<file path="config.mk">
export PLATFORM = sky130hd
export DESIGN_NAME = datapathTop
export DESIGN_NICKNAME = d
export VERILOG_FILES = /design/src/cpuPkg.sv /design/src/datapathTop.sv /design/src/progCounter.sv /design/src/statusReg.sv /design/src/regFile.sv /design/src/decimalAdjust.sv /design/src/aluCore.sv
export SDC_FILE = /design/constraint.sdc
export NUM_CORES = 1
export LEC_CHECK = 0
export BUFFER_PORTS_ARGS = -buffer_cell sky130_fd_sc_hd__buf_2
export CELL_PAD_IN_SITES_DETAIL_PLACEMENT = 0
export CELL_PAD_IN_SITES_GLOBAL_PLACEMENT = 1
export CORE_MARGIN = 2
export CORE_UTILIZATION = 39
export DETAILED_ROUTE_END_ITERATION = 7
export PLACE_DENSITY_LB_ADDON = 0.1
export SYNTH_ARGS = -nofsm -noshare
export SYNTH_HDL_FRONTEND = slang
export SYNTH_SLANG_ARGS = --single-unit
</file>
<file path="constraint.sdc">
create_clock -name phi2 -period 6 [get_ports phi2]
set_clock_uncertainty 0.1 [all_clocks]
set_input_delay 0.9 -clock phi2 [delete_from_list [all_inputs] [get_ports phi2]]
set_output_delay 0.9 -clock phi2 [all_outputs]
set_load 0.05 [all_outputs]
</file>
<file path="src/cpuPkg.sv">
// shared types and constants for the datapath; the command set is local to this design, not 6502 opcodes
`default_nettype none

package cpuPkg;

    // data and address widths
    typedef logic [7:0] byte_t;
    typedef logic [15:0] word_t;

    // one command per accepted cycle
    typedef enum logic [4:0] {
        opNop,
        opAdc, opSbc,
        opAnd, opOra, opEor, opLsr,
        opLoad, opTransfer, opCmp, opBit,
        opSec, opClc, opSed, opCld, opSei, opCli, opClv,
        opBcc, opBcs
    } microOp_t;

    typedef enum logic [2:0] {
        aluSum,
        aluAnd,
        aluOr,
        aluEor,
        aluShr
    } aluFunc_t;

    typedef enum logic [1:0] {
        regA,
        regX,
        regY,
        regS
    } regSel_t;

    // status bit positions, NV-BDIZC
    localparam int flagN = 7;
    localparam int flagV = 6;
    localparam int flagOne = 5;
    localparam int flagD = 3;
    localparam int flagI = 2;
    localparam int flagZ = 1;
    localparam int flagC = 0;

    // values after reset
    localparam byte_t statusReset = 8'h24;
    localparam byte_t stackReset = 8'hFF;
    localparam word_t pcReset = 16'h0200;

    // bcd correction constants
    localparam logic [3:0] bcdLowLimit = 4'd9;
    localparam byte_t bcdByteLimit = 8'h99;
    localparam byte_t bcdLowFix = 8'h06;
    localparam byte_t bcdHighFix = 8'h60;

endpackage

`default_nettype wire
</file>
<file path="src/datapathTop.sv">
// one command per valid cycle, no stall; opLoad writes cmdDst, opTransfer copies cmdReg into cmdDst
`timescale 1ns/1ns
`default_nettype none

module datapathTop import cpuPkg::*; (
    input  logic     phi2,
    input  logic     reset,
    input  logic     cmdValid,
    input  microOp_t cmdOp,
    input  regSel_t  cmdReg,
    input  regSel_t  cmdDst,
    input  byte_t    cmdOperand,
    output byte_t    acc,
    output byte_t    xReg,
    output byte_t    yReg,
    output byte_t    stackPtr,
    output byte_t    status,
    output word_t    pc
);

    byte_t aluA;
    byte_t aluB;
    logic aluCin;
    aluFunc_t aluFunc;
    byte_t aluResult;
    logic aluCarry;
    logic aluOverflow;
    logic aluHalf;
    byte_t adjResult;
    logic decCarry;
    logic bcdEnable;
    byte_t readData;
    byte_t resultVal;
    logic writeEn;
    regSel_t writeSel;

    // operand and function select per command
    always_comb begin
        aluA = acc;
        aluB = cmdOperand;
        aluCin = 1'b0;
        aluFunc = aluSum;
        writeEn = 1'b0;
        writeSel = regA;
        case (cmdOp)
            opAdc: begin
                aluCin = status[flagC];
                writeEn = 1'b1;
            end
            // subtract is add of the inverted operand
            opSbc: begin
                aluB = ~cmdOperand;
                aluCin = status[flagC];
                writeEn = 1'b1;
            end
            opAnd: begin
                aluFunc = aluAnd;
                writeEn = 1'b1;
            end
            opOra: begin
                aluFunc = aluOr;
                writeEn = 1'b1;
            end
            opEor: begin
                aluFunc = aluEor;
                writeEn = 1'b1;
            end
            opLsr: begin
                aluFunc = aluShr;
                writeEn = 1'b1;
            end
            // zero OR operand passes the operand
            opLoad: begin
                aluA = '0;
                aluFunc = aluOr;
                writeEn = 1'b1;
                writeSel = cmdDst;
            end
            opTransfer: begin
                writeEn = 1'b1;
                writeSel = cmdDst;
            end
            // register minus operand, no write back
            opCmp: begin
                aluA = readData;
                aluB = ~cmdOperand;
                aluCin = 1'b1;
            end
            opBit: aluFunc = aluAnd;
            default: aluFunc = aluSum;
        endcase
    end

    // BCD only for ADC and SBC in decimal mode
    assign bcdEnable = status[flagD] && ((cmdOp == opAdc) || (cmdOp == opSbc));
    assign resultVal = (cmdOp == opTransfer) ? readData : adjResult;

    aluCore alu (
        .aluA(aluA),
        .aluB(aluB),
        .carryIn(aluCin),
        .func(aluFunc),
        .result(aluResult),
        .carryOut(aluCarry),
        .overflow(aluOverflow),
        .halfCarry(aluHalf)
    );

    decimalAdjust bcd (
        .binResult(aluResult),
        .binCarry(aluCarry),
        .halfCarry(aluHalf),
        .isSubtract(cmdOp == opSbc),
        .enable(bcdEnable),
        .adjResult(adjResult),
        .decCarry(decCarry)
    );

    regFile regs (
        .phi2(phi2),
        .reset(reset),
        .writeEn(cmdValid && writeEn),
        .writeSel(writeSel),
        .writeData(resultVal),
        .readSel(cmdReg),
        .readData(readData),
        .acc(acc),
        .xReg(xReg),
        .yReg(yReg),
        .stackPtr(stackPtr)
    );

    // carry is binary unless decimal adjust ran
    statusReg flags (
        .phi2(phi2),
        .reset(reset),
        .cmdValid(cmdValid),
        .cmdOp(cmdOp),
        .cmdDst(cmdDst),
        .result(resultVal),
        .operand(cmdOperand),
        .acc(acc),
        .carry(decCarry),
        .overflow(aluOverflow),
        .status(status)
    );

    progCounter pcUnit (
        .phi2(phi2),
        .reset(reset),
        .cmdValid(cmdValid),
        .cmdOp(cmdOp),
        .carryFlag(status[flagC]),
        .offset(cmdOperand),
        .pc(pc)
    );

endmodule

`default_nettype wire

</file>
<file path="src/progCounter.sv">
// pc steps once per accepted command; branch offset is a signed byte added to the stepped pc
`timescale 1ns/1ns
`default_nettype none

module progCounter import cpuPkg::*; (
    input  logic     phi2,
    input  logic     reset,
    input  logic     cmdValid,
    input  microOp_t cmdOp,
    input  logic     carryFlag,
    input  byte_t    offset,
    output word_t    pc
);

    word_t pcInc;
    logic [8:0] lowSum;
    byte_t highNext;
    logic taken;

    // BCC on C clear, BCS on C set
    assign taken = ((cmdOp == opBcc) && !carryFlag) || ((cmdOp == opBcs) && carryFlag);

    assign pcInc = pc + 16'd1;
    assign lowSum = {1'b0, pcInc[7:0]} + {1'b0, offset};

    // page crossing fixes the high byte
    always_comb begin
        highNext = pcInc[15:8];
        if (!offset[7] && lowSum[8]) begin
            highNext = pcInc[15:8] + 8'd1;
        end else if (offset[7] && !lowSum[8]) begin
            highNext = pcInc[15:8] - 8'd1;
        end
    end

    always_ff @(posedge phi2) begin
        if (reset) begin
            pc <= pcReset;
        end else if (cmdValid) begin
            if (taken) begin
                pc <= {highNext, lowSum[7:0]};
            end else begin
                pc <= pcInc;
            end
        end
    end

endmodule

`default_nettype wire

</file>
<file path="src/statusReg.sv">
// NV-DIZC flags with per-command update; no B flag, bit 4 reads 0 and bit 5 reads 1
`timescale 1ns/1ns
`default_nettype none

module statusReg import cpuPkg::*; (
    input  logic     phi2,
    input  logic     reset,
    input  logic     cmdValid,
    input  microOp_t cmdOp,
    input  regSel_t  cmdDst,
    input  byte_t    result,
    input  byte_t    operand,
    input  byte_t    acc,
    input  logic     carry,
    input  logic     overflow,
    output byte_t    status
);

    logic negFlag;
    logic ovfFlag;
    logic decFlag;
    logic irqFlag;
    logic zeroFlag;
    logic carryFlag;
    logic resultZero;

    assign resultZero = (result == 8'h00);

    always_ff @(posedge phi2) begin
        if (reset) begin
            negFlag <= statusReset[flagN];
            ovfFlag <= statusReset[flagV];
            decFlag <= statusReset[flagD];
            irqFlag <= statusReset[flagI];
            zeroFlag <= statusReset[flagZ];
            carryFlag <= statusReset[flagC];
        end else if (cmdValid) begin
            case (cmdOp)
                // result, carry and overflow already picked by the top
                opAdc, opSbc: begin
                    negFlag <= result[7];
                    zeroFlag <= resultZero;
                    carryFlag <= carry;
                    ovfFlag <= overflow;
                end
                opAnd, opOra, opEor, opLoad: begin
                    negFlag <= result[7];
                    zeroFlag <= resultZero;
                end
                opTransfer: begin
                    // TXS style move leaves flags alone
                    if (cmdDst != regS) begin
                        negFlag <= result[7];
                        zeroFlag <= resultZero;
                    end
                end
                opLsr: begin
                    negFlag <= 1'b0;
                    zeroFlag <= resultZero;
                    carryFlag <= carry;
                end
                // carry set means register >= operand
                opCmp: begin
                    negFlag <= result[7];
                    zeroFlag <= resultZero;
                    carryFlag <= carry;
                end
                // N and V straight from the operand
                opBit: begin
                    negFlag <= operand[7];
                    ovfFlag <= operand[6];
                    zeroFlag <= ((acc & operand) == 8'h00);
                end
                opSec: carryFlag <= 1'b1;
                opClc: carryFlag <= 1'b0;
                opSed: decFlag <= 1'b1;
                opCld: decFlag <= 1'b0;
                opSei: irqFlag <= 1'b1;
                opCli: irqFlag <= 1'b0;
                opClv: ovfFlag <= 1'b0;
                default: carryFlag <= carryFlag;
            endcase
        end
    end

    // pack flags into the 6502 layout
    always_comb begin
        status = '0;
        status[flagN] = negFlag;
        status[flagV] = ovfFlag;
        status[flagOne] = 1'b1;
        status[flagD] = decFlag;
        status[flagI] = irqFlag;
        status[flagZ] = zeroFlag;
        status[flagC] = carryFlag;
    end

    // fixed bits hold across every command
    fixedBits: assert property (@(posedge phi2) cmdValid |=> status[flagOne] && !status[4])
        else $error("statusReg: fixed status bits disturbed");

endmodule

`default_nettype wire

</file>
<file path="src/regFile.sv">
// A, X, Y and S with one write and one read port; a read in the write cycle sees the old value
`timescale 1ns/1ns
`default_nettype none

module regFile import cpuPkg::*; (
    input  logic    phi2,
    input  logic    reset,
    input  logic    writeEn,
    input  regSel_t writeSel,
    input  byte_t   writeData,
    input  regSel_t readSel,
    output byte_t   readData,
    output byte_t   acc,
    output byte_t   xReg,
    output byte_t   yReg,
    output byte_t   stackPtr
);

    // one register written per enabled edge
    always_ff @(posedge phi2) begin
        if (reset) begin
            acc <= '0;
            xReg <= '0;
            yReg <= '0;
            stackPtr <= stackReset;
        end else if (writeEn) begin
            case (writeSel)
                regA: acc <= writeData;
                regX: xReg <= writeData;
                regY: yReg <= writeData;
                regS: stackPtr <= writeData;
                default: acc <= acc;
            endcase
        end
    end

    // source for transfer and compare
    always_comb begin
        case (readSel)
            regA: readData = acc;
            regX: readData = xReg;
            regY: readData = yReg;
            regS: readData = stackPtr;
            default: readData = acc;
        endcase
    end

    // stack pointer comes up all ones
    stackAfterReset: assert property (@(posedge phi2) reset |=> stackPtr == stackReset)
        else $error("regFile: stack pointer not at reset value after reset");

endmodule

`default_nettype wire

</file>
<file path="src/decimalAdjust.sv">
// bcd fixup after a binary add or subtract; results are only meaningful for valid bcd operands
`timescale 1ns/1ns
`default_nettype none

module decimalAdjust import cpuPkg::*; (
    input  byte_t binResult,
    input  logic  binCarry,
    input  logic  halfCarry,
    input  logic  isSubtract,
    input  logic  enable,
    output byte_t adjResult,
    output logic  decCarry
);

    always_comb begin
        adjResult = binResult;
        decCarry = binCarry;
        if (enable) begin
            if (!isSubtract) begin
                // low digit over 9 or carried into high digit
                if ((binResult[3:0] > bcdLowLimit) || halfCarry) begin
                    adjResult = adjResult + bcdLowFix;
                end
                // high digit correction, judged on the binary sum
                if (binCarry || (binResult > bcdByteLimit)) begin
                    adjResult = adjResult + bcdHighFix;
                    decCarry = 1'b1;
                end else begin
                    decCarry = 1'b0;
                end
            end else begin
                // borrow out of low digit
                if (!halfCarry) begin
                    adjResult = adjResult - bcdLowFix;
                end
                // borrow out of the byte
                if (!binCarry) begin
                    adjResult = adjResult - bcdHighFix;
                end
                // decimal carry is the binary carry here
                decCarry = binCarry;
            end
        end
    end

endmodule

`default_nettype wire

</file>
<file path="src/aluCore.sv">
// combinational 8-bit ALU; subtract is done by the caller inverting aluB, shift works on aluA only
`timescale 1ns/1ns
`default_nettype none

module aluCore import cpuPkg::*; (
    input  byte_t    aluA,
    input  byte_t    aluB,
    input  logic     carryIn,
    input  aluFunc_t func,
    output byte_t    result,
    output logic     carryOut,
    output logic     overflow,
    output logic     halfCarry
);

    // full sum with carry out in bit 8
    logic [8:0] sum;
    // low nibble sum, bit 4 is the half carry
    logic [4:0] nibbleSum;

    assign sum = {1'b0, aluA} + {1'b0, aluB} + {8'b0, carryIn};
    assign nibbleSum = {1'b0, aluA[3:0]} + {1'b0, aluB[3:0]} + {4'b0, carryIn};
    assign halfCarry = nibbleSum[4];

    always_comb begin
        result = '0;
        carryOut = 1'b0;
        overflow = 1'b0;
        case (func)
            aluSum: begin
                result = sum[7:0];
                carryOut = sum[8];
                // same-sign inputs giving a result of other sign
                overflow = (aluA[7] == aluB[7]) && (sum[7] != aluA[7]);
            end
            aluAnd: result = aluA & aluB;
            aluOr: result = aluA | aluB;
            aluEor: result = aluA ^ aluB;
            aluShr: begin
                // zero fill from the top, bit 0 falls into carry
                result = {1'b0, aluA[7:1]};
                carryOut = aluA[0];
            end
            default: result = '0;
        endcase
    end

    // decoder must always give a known function
    always_comb begin
        funcKnown: assert final (!$isunknown(func))
            else $error("aluCore: func is unknown");
    end

endmodule

`default_nettype wire

</file>
==> impl_metrics.tcl, run 1 <==
set metrics [dict create \
    reg2regPathDepth 17 \
    design.core.area_um2 13200 \
    die_area_um2 14500 \
    grt_max_degree 44 \
    routed_wire_length_per_instance_um 18.9 \
    path_clk_slew_ns 0.08 \
    power_leakage_nw 2.51 \
    path_cells "buf_2, nor4b_4, nand2_1, nand2b_1, xor2_1, inv_1, fa_1, fa_1, nand2b_1, a211oi_1, nor3_1, o311a_1, or4_1, and2_1, ha_1, nor2_1, xnor3_1, a21boi_1, o21ai_2, a41o_1" \
    antenna_left 0 \
    cts_sinks 54 \
    r2r_start "regs.acc[0]" \
    holdBufCountCts 0 \
    p_seq_share_pct 34.1 \
    cts_setup_buffers 0 \
    design_power_total_mw 1.11 \
    max-cap-violations 0 \
    hold_end "flags.decFlag" \
    final.setup.tns_ns 0 \
    critical-path-top-delay-family "simple AND/OR/NAND/NOR gates" \
    area_growth_pct 13.9 \
    failed_checks "DRC" \
    numCtsBuffers 5 \
    final_min_period_over_clock_period_pct 94.3 \
    ctsLongestPathBuffers 2 \
    ys_seq_area_share_pct 20.4 \
    cts_tree "done" \
    worst_skew_pair.late_latency_ns 0.31 \
    synth_flop_cell "sky130_fd_sc_hd__dfxtp_1" \
    cts_htree_levels 2 \
    drt-pass1-iter-count 8 \
    detailedRoute.firstIterationViolations 461 \
    endpoint_kind "register" \
    rr_endpoint "flags.zeroFlag" \
    yosys_register_bits 54 \
    globalplace.congestion 0.881 \
    ctsRootBufferMaster "sky130_fd_sc_hd__clkbuf_16" \
    worst-path-max-fanout 13 \
    timing.critical_path.arrival_ns 5.76 \
    synth.avg_cell_area_um2 7.73 \
    drt_via_density 5.96 \
    cp_slowest_stage_delay_ns 0.49 \
    worst_ep_required_ns 6.10 \
    status "finished, violations left" \
    hp-class "reg -> reg" \
    grt_most_used_layer "met2" \
    buffers_plus_inverters_on_the_worst_setup_path 2 \
    drc 1 \
    ws_path_type "in -> reg" \
    grt_util_met2_pct 36.8 \
    synth-edff-count 0 \
    first_global_vias 5150 \
    post_route_cells_drive_above_1_share_pct 18.0 \
    worstHoldPathCells 2 \
    die_w_um 120 \
    cell_internal_pwr_uw 685 \
    yosys.cell_types.count 81 \
    placement_rows 42 \
    maxSlewViolCount 0 \
    total_power_divided_by_cell_area_nw_per_um2 184 \
    worst_pin_slew_ns 1.00 \
    clock.fmax_mhz 177 \
    number_of_antenna_violations_at_the_first_check_in_global_routing 0 \
    placement.io_buffers 73 \
    slack_of_the_worst_reg_to_reg_path_ns 0.90 \
    initial_core_utilization_pct 39.9 \
    power_switching_share_pct 38.3 \
    grt_first_pass_wirelength_mm 27.8 \
    vias 5492 \
    finalSetupViolCount 0 \
    power_frac_comb_pct 37.4 \
    antenna-diode-count 0 \
    worst_path_max_delay_cell "sky130_fd_sc_hd__or4_1" \
    postSynthCellCount 684 \
    power_switching_uw 426 \
    top_level_ports 76 \
    die_y_um 120 \
    hpwlAfterDp_mm 13.5 \
    cts.repair.resized 0 \
    post_synth_instance_area_um2 5290 \
    gr-usage-met3_pct 4.29 \
    final_nets 800 \
    synth.yosys.warnings 0 \
    finish.utilization_pct 45.5 \
    met1_usage_pct 34.4 \
    period_minus_slack_ns 5.66 \
    globalRouteOverflowTotal 0 \
    mappedNetlistNets 739 \
    postRouteWirelength_mm 17.5 \
    timing.hold.worst.start "flags.decFlag" \
    max-vdd-ir-drop_mv 0.150 \
    setup.worst_path.start_class "primary input" \
    grt_setup_unrepaired "false" \
    ys_async_sr_fraction_pct 0 \
    slew_headroom_pct 32.8 \
    count_of_final_hold_check_violations 0 \
    grt_usage_pct 24.2 \
    clock_power_share_pct 28.5 \
]
==> cells in the mapped netlist (3+ instances only) <==
library cell                n  area, um^2
sky130_fd_sc_hd__a31o_2     3        26.3
sky130_fd_sc_hd__a22o_1     7        61.3
sky130_fd_sc_hd__o21ai_0   34         170
sky130_fd_sc_hd__a211oi_1  16         120
sky130_fd_sc_hd__dfxtp_1   54        1080
sky130_fd_sc_hd__nor3_1    23         115
sky130_fd_sc_hd__or3_1      6        37.5
sky130_fd_sc_hd__buf_1      5        18.8
sky130_fd_sc_hd__o21a_1     6        45.0
sky130_fd_sc_hd__o21bai_1   5        37.5
sky130_fd_sc_hd__and2_1     5        31.3
sky130_fd_sc_hd__nand2b_1   9        56.3
sky130_fd_sc_hd__mux2i_1   19         190
sky130_fd_sc_hd__or2_2      3        18.8
sky130_fd_sc_hd__a21oi_1   29         145
sky130_fd_sc_hd__nor2_1    79         297
sky130_fd_sc_hd__xor2_1    23         201
sky130_fd_sc_hd__o211ai_1  10        75.1
sky130_fd_sc_hd__ha_1      32         400
sky130_fd_sc_hd__a311oi_1   3        26.3
sky130_fd_sc_hd__fa_1       3        60.1
sky130_fd_sc_hd__xnor2_1   29         254
sky130_fd_sc_hd__nand4_1    9        56.3
sky130_fd_sc_hd__nand2_1   54         203
sky130_fd_sc_hd__or4_1      4        30.0
sky130_fd_sc_hd__a31oi_1   14        87.6
sky130_fd_sc_hd__nand3_1   22         110
sky130_fd_sc_hd__and4_1     3        26.3
sky130_fd_sc_hd__buf_2      3        15.0
sky130_fd_sc_hd__clkbuf_1  24        90.1
sky130_fd_sc_hd__a22oi_1    4        30.0
sky130_fd_sc_hd__nor4_1     5        31.3
sky130_fd_sc_hd__o32ai_1    3        26.3
sky130_fd_sc_hd__mux4_2     8         180
sky130_fd_sc_hd__buf_4     10        75.1
sky130_fd_sc_hd__a221oi_1   7        61.3
sky130_fd_sc_hd__a21o_1     9        67.6
sky130_fd_sc_hd__inv_1     37         139
sky130_fd_sc_hd__and3_1     9        56.3
sky130_fd_sc_hd__nor4b_1    4        35.0
==> cells by family after synthesis <==
family	count (synthesis)	share of synthesized area, %
and+or+nand+nor	248	23.0
AOI/OAI and AO/OA	184	25.0
buffers and inverters	81	6.67
DFF	54	20.4
xor gates and xnor gates	53	9.03
adders and majority gates	35	8.70
muxes	27	7.00
other	2	0.142
==> worst register-to-register path, cell delays in order (launching register included) <==
cell and delay, ns:
sky130_fd_sc_hd__dfxtp_1 0.48, sky130_fd_sc_hd__mux4_2 0.35, sky130_fd_sc_hd__a22o_1 0.20, sky130_fd_sc_hd__inv_1 0.09, sky130_fd_sc_hd__fa_1 0.43, sky130_fd_sc_hd__fa_1 0.41, sky130_fd_sc_hd__nand2b_1 0.21, sky130_fd_sc_hd__a211oi_1 0.34
sky130_fd_sc_hd__nor3_1 0.08, sky130_fd_sc_hd__o311a_1 0.35, sky130_fd_sc_hd__or4_1 0.49, sky130_fd_sc_hd__and2_1 0.18, sky130_fd_sc_hd__ha_1 0.19, sky130_fd_sc_hd__nor2_1 0.14, sky130_fd_sc_hd__xnor3_1 0.32, sky130_fd_sc_hd__a21boi_1 0.31
sky130_fd_sc_hd__o21ai_2 0.11, sky130_fd_sc_hd__a41o_1 0.24
==> power by group through the flow <==
stage / Sequential (mW) / Combinational, mW / Clock, mW
5_1_grt: 0.381 / 0.458 / 0.342
6_report: 0.379 / 0.416 / 0.317
2_1_floorplan: 0.406 / 0.281 / 0
3_3_place_gp: 0.387 / 0.406 / 0
4_1_cts: 0.379 / 0.412 / 0.328
3_5_place_dp: 0.387 / 0.410 / 0
==> metrics by stage <==
step                      hold WS [ns]  std cells  setup slack [ns]  area (um^2)
final                            0.399        922             0.342         6020
after global routing             0.430        922            0.0163         6020
after CTS                        0.399        922             0.381         6020
after detailed placement         0.390        914            0.0524         5870
after global placement           0.385        914             0.170         5870
after floorplan                  0.355        684            0.0352         5310
==> state kept, by name, indices dropped and copies added (netlist names) <==
signal	cells
flags.carryFlag	1
flags.decFlag	1
flags.irqFlag	1
flags.negFlag	1
flags.ovfFlag	1
flags.zeroFlag	1
pcUnit.pc	16
regs.acc	8
regs.stackPtr	8
regs.xReg	8
regs.yReg	8
==> final cells by class <==
cell class                 count  area, um^2
multi-input combinational    549        3880
tap                          176         220
fill                        1403        7220
timing repair buffer          97         546
clock buffer                   5         125
inverter                      38         143
sequential                    54        1080
clock inverter                 3        28.8
==> worst max path at each step <==
| stage | to | cells after the start | slack, ns | start |
|---|---|---|---|---|
| CTS | flags.zeroFlag | 20 | 0.38 | cmdOp[1] |
| global placement | flags.zeroFlag | 20 | 0.17 | cmdOp[1] |
| detailed placement | flags.zeroFlag | 20 | 0.05 | cmdOp[1] |
| floorplan | flags.zeroFlag | 21 | 0.04 | cmdOp[4] |
| finish | flags.zeroFlag | 20 | 0.34 | cmdOp[1] |
| global route | flags.zeroFlag | 20 | 0.02 | cmdOp[1] |
==> per-layer routing <==
metal  part of all wire (%)  wire [um]  vias up
met5                      0          0        -
met4                    2.7        469        0
met3                    6.3       1090       32
met2                     44       7710      208
met1                     47       8200     2629
li1                       -          -     2623
==> placed cells by master (no fill, tap or decap), types with 6 or more instances in the layout <==
master / instances
sky130_fd_sc_hd__a211oi_1: 16
sky130_fd_sc_hd__mux2i_1: 19
sky130_fd_sc_hd__a221oi_1: 7
sky130_fd_sc_hd__xor2_1: 23
sky130_fd_sc_hd__and3_1: 9
sky130_fd_sc_hd__dfxtp_1: 54
sky130_fd_sc_hd__o21a_1: 6
sky130_fd_sc_hd__or3_1: 6
sky130_fd_sc_hd__buf_4: 24
sky130_fd_sc_hd__a31oi_1: 14
sky130_fd_sc_hd__a21oi_1: 28
sky130_fd_sc_hd__nand4_1: 9
sky130_fd_sc_hd__nand2b_1: 9
sky130_fd_sc_hd__o21ai_0: 34
sky130_fd_sc_hd__buf_2: 73
sky130_fd_sc_hd__nor3_1: 23
sky130_fd_sc_hd__mux4_2: 8
sky130_fd_sc_hd__inv_1: 37
sky130_fd_sc_hd__o211ai_1: 10
sky130_fd_sc_hd__a22o_1: 7
sky130_fd_sc_hd__nand2_1: 54
sky130_fd_sc_hd__a21o_1: 9
sky130_fd_sc_hd__xnor2_1: 29
sky130_fd_sc_hd__nor2_1: 79
sky130_fd_sc_hd__nand3_1: 22
sky130_fd_sc_hd__ha_1: 32
Power figures use the tool's default switching activity.
==> run 2, diff against run 1 <==
--- a/config.mk
+++ b/config.mk
@@ -9,7 +9,7 @@
 export CELL_PAD_IN_SITES_DETAIL_PLACEMENT = 0
 export CELL_PAD_IN_SITES_GLOBAL_PLACEMENT = 1
 export CORE_MARGIN = 2
-export CORE_UTILIZATION = 39
+export CORE_UTILIZATION = 43
 export DETAILED_ROUTE_END_ITERATION = 7
 export PLACE_DENSITY_LB_ADDON = 0.1
 export SYNTH_ARGS = -nofsm -noshare
==> constraint.sdc (replaced) <==
create_clock -name phi2 -period 6.4 [get_ports phi2]
set_clock_uncertainty 0.1 [all_clocks]
set_input_delay 0.96 -clock phi2 [delete_from_list [all_inputs] [get_ports phi2]]
set_output_delay 0.96 -clock phi2 [all_outputs]
set_load 0.05 [all_outputs]
==> impl_metrics.tcl, run 2 (synthesis results as in run 1) <==
set metrics [dict create \
    path_clk_slew_ns 0.08 \
    cts.repair.resized 0 \
    final_nets 790 \
    number_of_antenna_violations_at_the_first_check_in_global_routing 0 \
    worst-path-max-fanout 20 \
    drt_via_density 6.14 \
    r2r_start "regs.acc[0]" \
    ctsRootBufferMaster "sky130_fd_sc_hd__clkbuf_16" \
    place_inst 875 \
    drt-pass1-iter-count 5 \
    total_power_divided_by_cell_area_nw_per_um2 173 \
    cts_tree "done" \
    routed_wire_length_per_instance_um 19.1 \
    globalRouteOverflowTotal 0 \
    worst_ep_required_ns 6.51 \
    holdBufCountCts 0 \
    timing.critical_path.arrival_ns 5.85 \
    cts_setup_buffers 0 \
    power_leakage_nw 2.45 \
    cts_sinks 54 \
    numCtsBuffers 5 \
    max-cap-violations 0 \
    area_growth_pct 11.5 \
    layout.cells.non_filler 883 \
    slew_headroom_pct 30.1 \
    grt_first_pass_wirelength_mm 26.5 \
    worst_pin_slew_ns 1.04 \
    final.setup.tns_ns 0 \
    design.core.area_um2 12000 \
    grt_setup_unrepaired "false" \
    die_w_um 115 \
    dpl_cell_area_um2 5750 \
    maxSlewViolCount 0 \
    finalSetupViolCount 0 \
    layout.cell_area.non_filler_um2 5900 \
    antenna-diode-count 0 \
    initial_core_utilization_pct 44.0 \
    grt_max_degree 44 \
    hpwlAfterDp_mm 12.8 \
    period_minus_slack_ns 5.75 \
    die_y_um 115 \
    post_route_cells_drive_above_1_share_pct 16.7 \
    placement.io_buffers 73 \
    rr_endpoint "flags.zeroFlag" \
    status "finished clean" \
    ctsLongestPathBuffers 2 \
    reg2regPathDepth 17 \
    ws_path_type "in -> reg" \
    postRouteWirelength_mm 16.9 \
    postLayoutSetupSlackWorst_ns 0.653 \
    cts_htree_levels 2 \
    first_global_vias 4861 \
    worstHoldPathCells 2 \
    die_area_um2 13200 \
    final_min_period_over_clock_period_pct 89.8 \
    biggest_register "pcUnit.pc" \
    count_of_final_hold_check_violations 0 \
    layout.cells.most_common_list "79 x sky130_fd_sc_hd__nor2_1, 73 x sky130_fd_sc_hd__buf_2, 54 x sky130_fd_sc_hd__nand2_1, 54 x sky130_fd_sc_hd__dfxtp_1, 37 x sky130_fd_sc_hd__inv_1" \
    grt_usage_pct 25.5 \
    hold_end "flags.decFlag" \
    worst_skew_pair.late_latency_ns 0.31 \
    antenna_left 0 \
    timing.critical_path.from "cmdOp[3]" \
    vias 5419 \
    hp-class "reg -> reg" \
    finish.utilization_pct 49.1 \
    pre_cts_ws_ns 0.405 \
    endpoint_kind "register" \
    placement_rows 40 \
    largest_register_ffs 16 \
    slack_of_the_worst_reg_to_reg_path_ns 1.34 \
    globalplace.congestion 0.943 \
    setup.worst_path.start_class "primary input" \
    top_level_ports 76 \
    max-vdd-ir-drop_mv 0.136 \
    detailedRoute.firstIterationViolations 381 \
    layout_filler_cell_count 1221 \
    drc 0 \
    timing.hold.worst.start "flags.decFlag" \
    clock.fmax_mhz 174 \
    most_common_library_cell_in_the_layout_ignoring_fill_and_taps "sky130_fd_sc_hd__nor2_1" \
]
==> run 2: cell types whose count changed in the layout (fill, tap and decap cells not counted) <==
| cell | delta |
|---|---|
| sky130_fd_sc_hd__nor4b_4 | -1 |
| sky130_fd_sc_hd__a21oi_1 | +1 |
| sky130_fd_sc_hd__inv_8 | -1 |
| sky130_fd_sc_hd__inv_6 | +1 |
| sky130_fd_sc_hd__nor4b_2 | +1 |
| sky130_fd_sc_hd__buf_4 | -10 |
| sky130_fd_sc_hd__a21oi_2 | -1 |
==> run 2: layout make-up <==
cell class | instances | area, um^2 | share of cell area, %
inverters | 38 | 143 | 2.42
multi-input cells | 549 | 3870 | 65.6
flip-flops and latches | 54 | 1080 | 18.3
well taps | 147 | 184 | 3.12
repair buffers | 87 | 470 | 7.98
clock buffers | 5 | 125 | 2.12
clock inverters | 3 | 26.3 | 0.445
==> run 2: critical path, stage by stage <==
cell,delay [ns]
sky130_fd_sc_hd__buf_2,0.21
sky130_fd_sc_hd__nor4b_2,0.33
sky130_fd_sc_hd__nand2_1,0.13
sky130_fd_sc_hd__nand2b_1,0.12
sky130_fd_sc_hd__xor2_1,0.21
sky130_fd_sc_hd__inv_1,0.11
sky130_fd_sc_hd__fa_1,0.46
sky130_fd_sc_hd__fa_1,0.41
sky130_fd_sc_hd__nand2b_1,0.20
sky130_fd_sc_hd__a211oi_1,0.34
sky130_fd_sc_hd__nor3_1,0.08
sky130_fd_sc_hd__o311a_1,0.35
sky130_fd_sc_hd__or4_1,0.50
sky130_fd_sc_hd__and2_1,0.19
sky130_fd_sc_hd__ha_1,0.20
sky130_fd_sc_hd__nor2_1,0.14
sky130_fd_sc_hd__xnor3_1,0.30
sky130_fd_sc_hd__a21boi_1,0.28
sky130_fd_sc_hd__o21ai_2,0.10
sky130_fd_sc_hd__a41o_1,0.24
==> run 2: per-layer routing <==
layer	vias up	track usage (%)	part of all wire (%)
li1	2604	-	-
met1	2587	37.0	47
met2	207	38.3	44
met3	21	5.01	7.8
met4	0	7.79	1.9
met5	-	0	0
==> run 2: power breakdown <==
group          switching [mW]  internal (mW)  leakage [nW]  total, mW
clock                   0.140          0.149        0.0748      0.289
combinational           0.237          0.141          1.94      0.378
sequential             0.0118          0.343         0.438      0.355
total                   0.389          0.633          2.45       1.02
==> run 2: how the worst max path moves through the flow <==
stage                      to  slack (ns)  cells past startpoint
3_5_place_dp   flags.zeroFlag        0.40                     20
4_1_cts        flags.zeroFlag        0.71                     20
2_1_floorplan  flags.zeroFlag        0.08                     21
5_1_grt        flags.zeroFlag        0.37                     20
3_3_place_gp   flags.zeroFlag        0.53                     20
6_report       flags.zeroFlag        0.65                     20
==> run 2: per-stage QoR <==
stage,hold slack [ns],power (mW)
after floorplan,0.355,0.643
after global placement,0.370,0.729
after detailed placement,0.381,0.734
after CTS,0.396,1.03
after global routing,0.438,1.08
final,0.394,1.02
